<file path="src/hdl/dallanma_pkg.sv">
`default_nettype none

package dallanma_pkg;

    // ~~~~~~~~~~~~~~~~~~~~~~~~~~~~~~~~~~~~~~~~
    // Widths
    // ~~~~~~~~~~~~~~~~~~~~~~~~~~~~~~~~~~~~~~~~

    localparam int PS_BIT      = 32;    // Program counter
    localparam int VERI_BIT    = 32;    // Operands and immediate
    localparam int UOP_DAL_BIT = 4;     // Branch micro-op code

    // ~~~~~~~~~~~~~~~~~~~~~~~~~~~~~~~~~~~~~~~~
    // Branch micro-operation codes
    // ~~~~~~~~~~~~~~~~~~~~~~~~~~~~~~~~~~~~~~~~

    // Codes 10 to 15 are non-branch and leave the table alone
    typedef enum logic [UOP_DAL_BIT-1:0] {
        UOP_DAL_BEQ   = 4'd0,
        UOP_DAL_BNE   = 4'd1,
        UOP_DAL_BLT   = 4'd2,
        UOP_DAL_BGE   = 4'd3,
        UOP_DAL_BLTU  = 4'd4,
        UOP_DAL_BGEU  = 4'd5,
        UOP_DAL_JAL   = 4'd6,
        UOP_DAL_JALR  = 4'd7,
        UOP_DAL_CJAL  = 4'd8,   // Compressed, falls through to ps+2
        UOP_DAL_CJALR = 4'd9    // Compressed, falls through to ps+2
    } dal_kod_t;

    // ~~~~~~~~~~~~~~~~~~~~~~~~~~~~~~~~~~~~~~~~
    // Direction table
    // ~~~~~~~~~~~~~~~~~~~~~~~~~~~~~~~~~~~~~~~~

    // Indexed by ps[TABLO_IDX_BIT:1]
    localparam int TABLO_IDX_BIT = 4;
    localparam int TABLO_BOYUT   = 2 ** TABLO_IDX_BIT;

    // Weakly not taken
    localparam logic [1:0] SAYAC_BASLANGIC = 2'd1;

endpackage

`default_nettype wire

</file>
<file path="src/hdl/dallanma_birimi.sv">
`timescale 1ns/1ps
`default_nettype none

module dallanma_birimi (
    input  logic [dallanma_pkg::UOP_DAL_BIT-1:0] islem_kod_i,
    input  logic [dallanma_pkg::PS_BIT-1:0]      islem_ps_i,
    input  logic [dallanma_pkg::PS_BIT-1:0]      islem_islec_i,
    input  logic [dallanma_pkg::VERI_BIT-1:0]    islem_anlik_i,
    input  logic                                islem_atladi_i,

    input  logic                                amb_esittir_i,
    input  logic                                amb_kucuktur_i,
    input  logic                                amb_kucuktur_isaretsiz_i,

    output logic [dallanma_pkg::PS_BIT-1:0]      g1_ps_o,
    output logic                                g1_ps_gecerli_o,

    output logic [dallanma_pkg::PS_BIT-1:0]      g2_ps_o,
    output logic                                g2_guncelle_o,
    output logic                                g2_atladi_o,
    output logic                                g2_hatali_tahmin_o,

    output logic [dallanma_pkg::PS_BIT-1:0]      ps_atlamadi_o
);

    dallanma_pkg::dal_kod_t              kod;
    logic                                dal_gecerli;   // Code is one of the ten
    logic                                atlama;        // Unconditional jump
    logic                                kisa;          // Compressed form
    logic                                atladi;
    logic [dallanma_pkg::PS_BIT-1:0]     adim;
    logic [dallanma_pkg::PS_BIT-1:0]     ps_atladi;
    logic [dallanma_pkg::PS_BIT-1:0]     ps_atlamadi;

    assign kod = dallanma_pkg::dal_kod_t'(islem_kod_i);

    // ~~~~~~~~~~~~~~~~~~~~~~~~~~~~~~~~~~~~~~~~
    // Direction and targets
    // ~~~~~~~~~~~~~~~~~~~~~~~~~~~~~~~~~~~~~~~~

    always_comb begin
        dal_gecerli = 1'b1;
        atlama      = 1'b0;
        kisa        = 1'b0;
        atladi      = 1'b0;
        ps_atladi   = islem_islec_i + islem_anlik_i;

        case (kod)
            dallanma_pkg::UOP_DAL_BEQ: begin
                atladi = amb_esittir_i;
            end
            dallanma_pkg::UOP_DAL_BNE: begin
                atladi = !amb_esittir_i;
            end
            dallanma_pkg::UOP_DAL_BLT: begin
                atladi = amb_kucuktur_i;
            end
            dallanma_pkg::UOP_DAL_BGE: begin
                atladi = !amb_kucuktur_i;
            end
            dallanma_pkg::UOP_DAL_BLTU: begin
                atladi = amb_kucuktur_isaretsiz_i;
            end
            dallanma_pkg::UOP_DAL_BGEU: begin
                atladi = !amb_kucuktur_isaretsiz_i;
            end
            dallanma_pkg::UOP_DAL_JAL: begin
                atlama = 1'b1;
            end
            dallanma_pkg::UOP_DAL_CJAL: begin
                atlama = 1'b1;
                kisa   = 1'b1;
            end
            dallanma_pkg::UOP_DAL_JALR: begin
                atlama       = 1'b1;
                ps_atladi[0] = 1'b0;    // Register targets are halfword aligned
            end
            dallanma_pkg::UOP_DAL_CJALR: begin
                atlama       = 1'b1;
                kisa         = 1'b1;
                ps_atladi[0] = 1'b0;
            end
            default: begin
                dal_gecerli = 1'b0;
            end
        endcase

        if (atlama) begin
            atladi = 1'b1;
        end
    end

    // Fall-through step is 2 for compressed, else 4
    always_comb begin
        adim      = '0;
        adim[2:1] = kisa ? 2'b01 : 2'b10;
    end

    assign ps_atlamadi = islem_ps_i + adim;

    // ~~~~~~~~~~~~~~~~~~~~~~~~~~~~~~~~~~~~~~~~
    // Outputs
    // ~~~~~~~~~~~~~~~~~~~~~~~~~~~~~~~~~~~~~~~~

    assign g2_guncelle_o      = dal_gecerli;
    assign g2_ps_o            = dal_gecerli ? islem_ps_i : '0;
    assign g2_atladi_o        = dal_gecerli & atladi;
    assign g2_hatali_tahmin_o = dal_gecerli & (atladi != islem_atladi_i);

    // Redirect only on a wrong guess
    assign g1_ps_gecerli_o = g2_hatali_tahmin_o;
    assign g1_ps_o         = !dal_gecerli ? '0 : (atladi ? ps_atladi : ps_atlamadi);

    assign ps_atlamadi_o = ps_atlamadi;  // Link address

endmodule

`default_nettype wire

</file>
<file path="src/hdl/dallanma_ust.sv">
`timescale 1ns/1ps
`default_nettype none

module dallanma_ust (
    input  logic                                clk_i,
    input  logic                                reset_i,

    input  logic                                islem_req_i,
    input  logic [dallanma_pkg::UOP_DAL_BIT-1:0] islem_kod_i,
    input  logic [dallanma_pkg::PS_BIT-1:0]      islem_ps_i,
    input  logic [dallanma_pkg::VERI_BIT-1:0]    islem_kaynak1_i,
    input  logic [dallanma_pkg::VERI_BIT-1:0]    islem_kaynak2_i,
    input  logic [dallanma_pkg::VERI_BIT-1:0]    islem_anlik_i,

    output logic                                islem_ack_o,
    output logic [dallanma_pkg::PS_BIT-1:0]      hedef_ps_o,
    output logic                                yonlendir_o,
    output logic                                hatali_tahmin_o,
    output logic                                atladi_o,
    output logic                                tahmin_o,
    output logic [dallanma_pkg::PS_BIT-1:0]      donus_ps_o,
    output logic                                guncelle_o
);

    logic                                 sonuc_yaz;
    logic [dallanma_pkg::UOP_DAL_BIT-1:0] kod;
    logic [dallanma_pkg::PS_BIT-1:0]      ps;
    logic [dallanma_pkg::VERI_BIT-1:0]    kaynak1;
    logic [dallanma_pkg::VERI_BIT-1:0]    kaynak2;
    logic [dallanma_pkg::VERI_BIT-1:0]    anlik;
    logic [dallanma_pkg::PS_BIT-1:0]      islec;

    logic esittir;
    logic kucuktur;
    logic kucuktur_isaretsiz;
    logic tahmin;

    logic [dallanma_pkg::PS_BIT-1:0] g1_ps;
    logic                            g1_ps_gecerli;
    logic [dallanma_pkg::PS_BIT-1:0] g2_ps;
    logic                            g2_guncelle;
    logic                            g2_atladi;
    logic                            g2_hatali_tahmin;
    logic [dallanma_pkg::PS_BIT-1:0] ps_atlamadi;

    islem_girisi u_giris (
        .clk_i           (clk_i),
        .reset_i         (reset_i),
        .islem_req_i     (islem_req_i),
        .islem_kod_i     (islem_kod_i),
        .islem_ps_i      (islem_ps_i),
        .islem_kaynak1_i (islem_kaynak1_i),
        .islem_kaynak2_i (islem_kaynak2_i),
        .islem_anlik_i   (islem_anlik_i),
        .islem_ack_o     (islem_ack_o),
        .sonuc_yaz_o     (sonuc_yaz),
        .kod_o           (kod),
        .ps_o            (ps),
        .kaynak1_o       (kaynak1),
        .kaynak2_o       (kaynak2),
        .anlik_o         (anlik)
    );

    karsilastirici u_karsilastirici (
        .kaynak1_i            (kaynak1),
        .kaynak2_i            (kaynak2),
        .esittir_o            (esittir),
        .kucuktur_o           (kucuktur),
        .kucuktur_isaretsiz_o (kucuktur_isaretsiz)
    );

    // Training lands on the same edge as the result registers
    tahmin_tablosu u_tablo (
        .clk_i      (clk_i),
        .reset_i    (reset_i),
        .oku_ps_i   (ps),
        .tahmin_o   (tahmin),
        .guncelle_i (sonuc_yaz & g2_guncelle),
        .yaz_ps_i   (g2_ps),
        .atladi_i   (g2_atladi)
    );

    // Register-relative jumps use rs1 as base, all others the pc
    assign islec = (kod == dallanma_pkg::UOP_DAL_JALR || kod == dallanma_pkg::UOP_DAL_CJALR)
                   ? kaynak1 : ps;

    dallanma_birimi u_dallanma (
        .islem_kod_i              (kod),
        .islem_ps_i               (ps),
        .islem_islec_i            (islec),
        .islem_anlik_i            (anlik),
        .islem_atladi_i           (tahmin),
        .amb_esittir_i            (esittir),
        .amb_kucuktur_i           (kucuktur),
        .amb_kucuktur_isaretsiz_i (kucuktur_isaretsiz),
        .g1_ps_o                  (g1_ps),
        .g1_ps_gecerli_o          (g1_ps_gecerli),
        .g2_ps_o                  (g2_ps),
        .g2_guncelle_o            (g2_guncelle),
        .g2_atladi_o              (g2_atladi),
        .g2_hatali_tahmin_o       (g2_hatali_tahmin),
        .ps_atlamadi_o            (ps_atlamadi)
    );

    // ~~~~~~~~~~~~~~~~~~~~~~~~~~~~~~~~~~~~~~~~
    // Result registers
    // ~~~~~~~~~~~~~~~~~~~~~~~~~~~~~~~~~~~~~~~~

    always_ff @(posedge clk_i) begin
        if (reset_i) begin
            yonlendir_o     <= 1'b0;
            hatali_tahmin_o <= 1'b0;
            atladi_o        <= 1'b0;
            guncelle_o      <= 1'b0;
        end else if (sonuc_yaz) begin
            yonlendir_o     <= g1_ps_gecerli;
            hatali_tahmin_o <= g2_hatali_tahmin;
            atladi_o        <= g2_atladi;
            guncelle_o      <= g2_guncelle;
        end
    end

    always_ff @(posedge clk_i) begin
        if (sonuc_yaz) begin
            hedef_ps_o <= g1_ps;
            donus_ps_o <= ps_atlamadi;
            tahmin_o   <= tahmin;   // Counter state before this training
        end
    end

endmodule

`default_nettype wire

</file>
<file path="src/hdl/islem_girisi.sv">
`timescale 1ns/1ps
`default_nettype none

module islem_girisi (
    input  logic                                clk_i,
    input  logic                                reset_i,

    input  logic                                islem_req_i,
    input  logic [dallanma_pkg::UOP_DAL_BIT-1:0] islem_kod_i,
    input  logic [dallanma_pkg::PS_BIT-1:0]      islem_ps_i,
    input  logic [dallanma_pkg::VERI_BIT-1:0]    islem_kaynak1_i,
    input  logic [dallanma_pkg::VERI_BIT-1:0]    islem_kaynak2_i,
    input  logic [dallanma_pkg::VERI_BIT-1:0]    islem_anlik_i,

    output logic                                islem_ack_o,
    output logic                                sonuc_yaz_o,
    output logic [dallanma_pkg::UOP_DAL_BIT-1:0] kod_o,
    output logic [dallanma_pkg::PS_BIT-1:0]      ps_o,
    output logic [dallanma_pkg::VERI_BIT-1:0]    kaynak1_o,
    output logic [dallanma_pkg::VERI_BIT-1:0]    kaynak2_o,
    output logic [dallanma_pkg::VERI_BIT-1:0]    anlik_o
);

    typedef enum logic [1:0] {
        BOSTA,  // Waiting for req
        COZ,    // Resolve and write results
        ONAY    // Ack held until req drops
    } durum_t;

    durum_t durum;
    durum_t durum_sonraki;
    logic   yakala;

    dallanma_pkg::dal_kod_t                kod_q;
    logic [dallanma_pkg::PS_BIT-1:0]       ps_q;
    logic [dallanma_pkg::VERI_BIT-1:0]     kaynak1_q;
    logic [dallanma_pkg::VERI_BIT-1:0]     kaynak2_q;
    logic [dallanma_pkg::VERI_BIT-1:0]     anlik_q;

    assign yakala = (durum == BOSTA) && islem_req_i;

    always_comb begin
        durum_sonraki = durum;
        case (durum)
            BOSTA: begin
                if (islem_req_i) begin
                    durum_sonraki = COZ;
                end
            end
            COZ: begin
                durum_sonraki = ONAY;
            end
            ONAY: begin
                if (!islem_req_i) begin
                    durum_sonraki = BOSTA;
                end
            end
            default: begin
                durum_sonraki = BOSTA;
            end
        endcase
    end

    always_ff @(posedge clk_i) begin
        if (reset_i) begin
            durum <= BOSTA;
        end else begin
            durum <= durum_sonraki;
        end
    end

    // Payload held for the whole handshake
    always_ff @(posedge clk_i) begin
        if (yakala) begin
            kod_q     <= dallanma_pkg::dal_kod_t'(islem_kod_i);
            ps_q      <= islem_ps_i;
            kaynak1_q <= islem_kaynak1_i;
            kaynak2_q <= islem_kaynak2_i;
            anlik_q   <= islem_anlik_i;
        end
    end

    assign sonuc_yaz_o = (durum == COZ);
    assign islem_ack_o = (durum == ONAY);

    assign kod_o     = kod_q;
    assign ps_o      = ps_q;
    assign kaynak1_o = kaynak1_q;
    assign kaynak2_o = kaynak2_q;
    assign anlik_o   = anlik_q;

    // Ack only answers a req sampled two edges earlier
    a_ack_req: assert property (@(posedge clk_i) disable iff (reset_i)
        $rose(islem_ack_o) |-> $past(islem_req_i, 2));

    a_tek_yazma: assert property (@(posedge clk_i) disable iff (reset_i)
        sonuc_yaz_o |=> !sonuc_yaz_o);

endmodule

`default_nettype wire

</file>
<file path="src/hdl/karsilastirici.sv">
`timescale 1ns/1ps
`default_nettype none

module karsilastirici (
    input  logic [dallanma_pkg::VERI_BIT-1:0] kaynak1_i,
    input  logic [dallanma_pkg::VERI_BIT-1:0] kaynak2_i,

    output logic                             esittir_o,
    output logic                             kucuktur_o,
    output logic                             kucuktur_isaretsiz_o
);

    localparam int MSB = dallanma_pkg::VERI_BIT - 1;

    logic [dallanma_pkg::VERI_BIT:0] fark;  // Extra bit carries the borrow
    logic                            tasma;

    // One subtractor serves all three flags
    assign fark = {1'b0, kaynak1_i} - {1'b0, kaynak2_i};

    // Signed overflow when operand signs differ and result sign flips
    assign tasma = (kaynak1_i[MSB] ^ kaynak2_i[MSB]) & (kaynak1_i[MSB] ^ fark[MSB]);

    assign esittir_o            = (fark[MSB:0] == '0);
    assign kucuktur_o           = fark[MSB] ^ tasma;
    assign kucuktur_isaretsiz_o = fark[dallanma_pkg::VERI_BIT];

endmodule

`default_nettype wire

</file>
<file path="src/hdl/tahmin_tablosu.sv">
`timescale 1ns/1ps
`default_nettype none

module tahmin_tablosu (
    input  logic                           clk_i,
    input  logic                           reset_i,

    input  logic [dallanma_pkg::PS_BIT-1:0] oku_ps_i,
    output logic                           tahmin_o,

    input  logic                           guncelle_i,
    input  logic [dallanma_pkg::PS_BIT-1:0] yaz_ps_i,
    input  logic                           atladi_i
);

    logic [1:0] sayac [dallanma_pkg::TABLO_BOYUT];

    logic [dallanma_pkg::TABLO_IDX_BIT-1:0] oku_idx;
    logic [dallanma_pkg::TABLO_IDX_BIT-1:0] yaz_idx;
    logic [1:0]                             eski_deger;
    logic [1:0]                             yeni_deger;

    // ~~~~~~~~~~~~~~~~~~~~~~~~~~~~~~~~~~~~~~~~
    // Read
    // ~~~~~~~~~~~~~~~~~~~~~~~~~~~~~~~~~~~~~~~~

    // Bit 0 is always zero for RV32C addresses
    assign oku_idx  = oku_ps_i[dallanma_pkg::TABLO_IDX_BIT:1];
    assign tahmin_o = sayac[oku_idx][1];    // Upper half means taken

    // ~~~~~~~~~~~~~~~~~~~~~~~~~~~~~~~~~~~~~~~~
    // Training
    // ~~~~~~~~~~~~~~~~~~~~~~~~~~~~~~~~~~~~~~~~

    assign yaz_idx    = yaz_ps_i[dallanma_pkg::TABLO_IDX_BIT:1];
    assign eski_deger = sayac[yaz_idx];

    always_comb begin
        yeni_deger = eski_deger;
        if (atladi_i) begin
            if (eski_deger != 2'd3) begin
                yeni_deger = eski_deger + 2'd1;
            end
        end else begin
            if (eski_deger != 2'd0) begin
                yeni_deger = eski_deger - 2'd1;
            end
        end
    end

    always_ff @(posedge clk_i) begin
        if (reset_i) begin
            for (int i = 0; i < dallanma_pkg::TABLO_BOYUT; i++) begin
                sayac[i] <= dallanma_pkg::SAYAC_BASLANGIC;
            end
        end else if (guncelle_i) begin
            sayac[yaz_idx] <= yeni_deger;
        end
    end

    // Every counter holds a known value once reset has run
    for (genvar g = 0; g < dallanma_pkg::TABLO_BOYUT; g++) begin : g_aralik
        a_sayac_aralik: assert property (@(posedge clk_i) disable iff (reset_i)
            !$isunknown(sayac[g]));
    end

endmodule

`default_nettype wire

</file>
<file path="config.mk">
export PLATFORM = sky130hd
export DESIGN_NAME = dallanma_ust
export DESIGN_NICKNAME = d
export VERILOG_FILES = /design/src/hdl/dallanma_pkg.sv /design/src/hdl/dallanma_birimi.sv /design/src/hdl/dallanma_ust.sv /design/src/hdl/islem_girisi.sv /design/src/hdl/karsilastirici.sv /design/src/hdl/tahmin_tablosu.sv
export SDC_FILE = /design/constraint.sdc
export NUM_CORES = 1
export LEC_CHECK = 0
export BUFFER_PORTS_ARGS = -buffer_cell sky130_fd_sc_hd__buf_2
export CAP_MARGIN = 20
export CORE_ASPECT_RATIO = 0.5
export CORE_UTILIZATION = 55
export CTS_CLUSTER_SIZE = 20
export DETAILED_ROUTE_END_ITERATION = 10
export PLACE_DENSITY = 0.8
export SETUP_SLACK_MARGIN = 0.15
export SLEW_MARGIN = 20
export SYNTH_ARGS = -nofsm -noshare
export SYNTH_HDL_FRONTEND = slang
export SYNTH_SLANG_ARGS = --single-unit
</file>
<file path="constraint.sdc">
create_clock -name clk_i -period 22.4 [get_ports clk_i]
set_input_delay 2.24 -clock clk_i [delete_from_list [all_inputs] [get_ports clk_i]]
set_output_delay 2.24 -clock clk_i [all_outputs]
set_load 0.005 [all_outputs]
</file>
==> impl_metrics.ini <==
[status]
run_status = completed

[sta]
timing.setup.tns_ns = 0
finClkSkew_ns = 0.00813
tightest_slew_ns = 0.945
hold_viol = 0
fmax_mhz = 157
setup_viol = 0
fin_crit_ns = 6.37
slew_viol_final = 0
relSlewSlack_pct = 37.0
rsz0062_at_grt = no
finalCritPeriodShare_pct = 28.4

[run]
cap_violations = 0

[die]
dieArea_um2 = 25400
dieHeight_um = 113
design.core.area_um2 = 24100
fp.dieW_um = 224
start_util_pct = 56.4
io_pins = 205
num_rows = 40

[cts]
h-tree-depth = 1
cts.sinks = 238
cts_tree = done
cts_hold_buf = 0
ctsResizeCount = 0
cts_setup_buffers = 0
path_clk_slew_ns = 0.07
numCtsBuffers = 22
clock-root-buffer = clkbuf_16
clockBufferDepth = 3
clock_latency_ns = 0.53

[cells_and_area]
fin_nets = 1586
antenna_cells = 0
syn2layout_area_growth_pct = 14.3
drive_gt1_share_pct = 23.9
fillCellCount = 1860

[critical_path]
worstPathMaxFanout = 29
critPathMaxStageDelay_ns = 0.69
crit_top_cell = nor2_1
end_kind = flip-flop
crit_chain = ha_1 > nand2_1 > o21ai_0 > o31ai_2 > a211oi_2 > o31a_1 > o21a_1 > nor2_1 > fa_1 > nand3_1 > a221oi_1 > nand4_1 > a2111oi_0 > o2111a_1 > o2111ai_1 > nor4_4 > a31oi_1 > a211oi_4 > buf_4 > mux2i_1 > nor2_1
criticalPathCategory = reg2reg
cpMaxStageDelayCell = a211oi_4
crit_arrival_ns = 6.64
cp.required_ns = 22.66
start_kind = flip-flop

[yosys]
netlist-cell-type-count = 88
syn-cell-area_um2 = 13600
synth_top_cell_by_area = edfxtp_1
yosysSeqAreaShare_pct = 51.8
ys_ff_latch = 238
ys_top_cells_by_count = 229 x edfxtp_1, 118 x nor2_1, 92 x nand2_1, 72 x a21oi_1, 65 x ha_1
syn-num-nets = 1394
syn_inst = 1190
synth_area_leaders = edfxtp_1 51%, ha_1 6.0%, nor2_1 3.3%
avgSynthCellArea_um2 = 11.4
synth.most_common_cell = edfxtp_1
synth_edf_count = 229
yosysWarnings = 0
synthArstFlopShare_pct = 0
synthFlopType = edfxtp_1
netlist.area_leader.share_pct = 50.5

[power]
peakVddDrop_uv = 57.3
p_total_mw = 1.18
power.share.switching_pct = 28.8
internal-power_mw = 0.840
seqPwrFrac_pct = 46.0
power.switching_mw = 0.339
p_comb_share_pct = 22.3
clock_power_share_pct = 31.8
leakage_nw = 6.15
pwr_density_cell_nw_per_um2 = 75.8

[global_routing]
antenna_found_initial = 0
grt_max_degree = 73
grtUsageTotal_pct = 27.1
grt-ovfl-total = 0
grt_pass1_vias = 9738
grt_pass1_wl_um = 53100

[routing]
num_vias = 10300
wl_um = 34800
wl_per_cell_um = 20.1
detail-route-antenna-nets = 0
drc = 0
avgViaCountPerCell = 5.92
drtPass1Iterations = 8
drt_iter0_drc = 966

[placement]
place_congestion = 0.932
dp_hpwl_um = 26300
port_buffers = 204

[min_path]
hold_path_class = reg2reg
## per-stage QoR
step	hold WS [ns]	instance area (µm²)	cells	worst slack, ns	util [%]
after global placement	0.450	14900	1694	16.41	61.6
after floorplan	0.447	13600	1190	8.98	-
after CTS	0.480	15600	1733	16.02	64.5
after detailed placement	0.470	14900	1694	16.01	61.6
after global routing	0.511	15600	1733	15.62	64.5
final	0.480	15600	1733	16.03	64.5
## layer usage
layer / vias to the layer above / global-route usage (%) / share of wire (%)
li1: 4824 / - / -
met1: 4937 / 39.1 / 44
met4: 0 / 5.90 / 1.9
met2: 457 / 43.8 / 46
met3: 47 / 3.92 / 7.6
met5: - / 0 / 0
## placed cells by master (no fill, tap or decap), types with 7 or more instances in the layout
cell type / count
mux4_2: 7
ha_1: 65
o21a_1: 16
clkbuf_16: 23
nand4_1: 17
inv_1: 61
dfxtp_1: 9
nor3_1: 19
a21oi_1: 72
and2_1: 9
o21ai_0: 43
mux2_2: 36
mux2i_1: 35
o31ai_1: 10
or2_2: 7
nor2_1: 118
nor2b_1: 8
xor2_1: 21
o211ai_1: 10
nand2b_1: 17
a211oi_1: 9
buf_4: 8
or3_1: 9
nand2_1: 92
edfxtp_1: 229
buf_2: 204
a21o_1: 19
xnor2_1: 45
o21bai_1: 7
and3_1: 7
nand3_1: 34
## flip-flops by register name, indices dropped and copies added (netlist names), named ones only
signal	cells
donus_ps_o	32
hedef_ps_o	32
u_giris.anlik_o	32
u_giris.kaynak1_o	32
u_giris.kaynak2_o	32
u_giris.ps_o	32
u_tablo.sayac	32
u_giris.kod_o	4
u_giris.durum	2
atladi_o	1
guncelle_o	1
hatali_tahmin_o	1
tahmin_o	1
## cells by family after synthesis
group | after synthesis | synth area share (%)
adder cells (fa/ha/maj) | 69 | 6.56
AO/OA/AOI/OAI | 264 | 13.5
buffers and inverters | 106 | 3.70
flip-flops | 238 | 51.8
AND/OR/NAND/NOR | 367 | 13.2
multiplexers | 80 | 6.93
XOR/XNOR | 66 | 4.25
## cell type report
| cell class | count | area [µm²] | area share (%) |
|---|---|---|---|
| Tap cell | 336 | 420 | 2.70 |
| Inverter | 62 | 233 | 1.50 |
| Clock inverter | 12 | 104 | 0.668 |
| Clock buffer | 27 | 591 | 3.80 |
| Sequential cell | 238 | 7060 | 45.4 |
| Timing Repair Buffer | 212 | 1080 | 6.95 |
| Multi-Input combinational cell | 846 | 6070 | 39.0 |
## worst max-delay path: cells and delay by family (launching register included)
family	cells	cell delay, ns
adders and majority gates	2	0.96
and+or+nand+nor	6	0.80
muxes	1	0.29
buffers and inverters	1	0.58
DFF	1	0.40
AOI/OAI and AO/OA	11	3.04
## worst paths after layout
kind / from / to / slack [ns] / depth (start not counted)
setup reg to reg: u_giris.kaynak1_o[7]$_DFFE_PP_ / hedef_ps_o[26]$_SDFFCE_PP0N_ / 16.03 / 21
hold / removal: guncelle_o$_SDFFE_PP0N_ / guncelle_o$_SDFFE_PP0N_ / 0.48 / 2
setup / recovery: u_giris.kaynak1_o[7]$_DFFE_PP_ / hedef_ps_o[26]$_SDFFCE_PP0N_ / 16.03 / 21
hold reg to reg: guncelle_o$_SDFFE_PP0N_ / guncelle_o$_SDFFE_PP0N_ / 0.48 / 2
## power by group through the flow
stage,sequential (mW),clock [mW],combinational [mW]
2_1_floorplan,0.550,0,0.190
3_3_place_gp,0.551,0,0.252
3_5_place_dp,0.551,0,0.258
4_1_cts,0.542,0.379,0.259
5_1_grt,0.544,0.396,0.286
6_report,0.542,0.375,0.262
No activity file was read; power rests on OpenSTA's default activity.
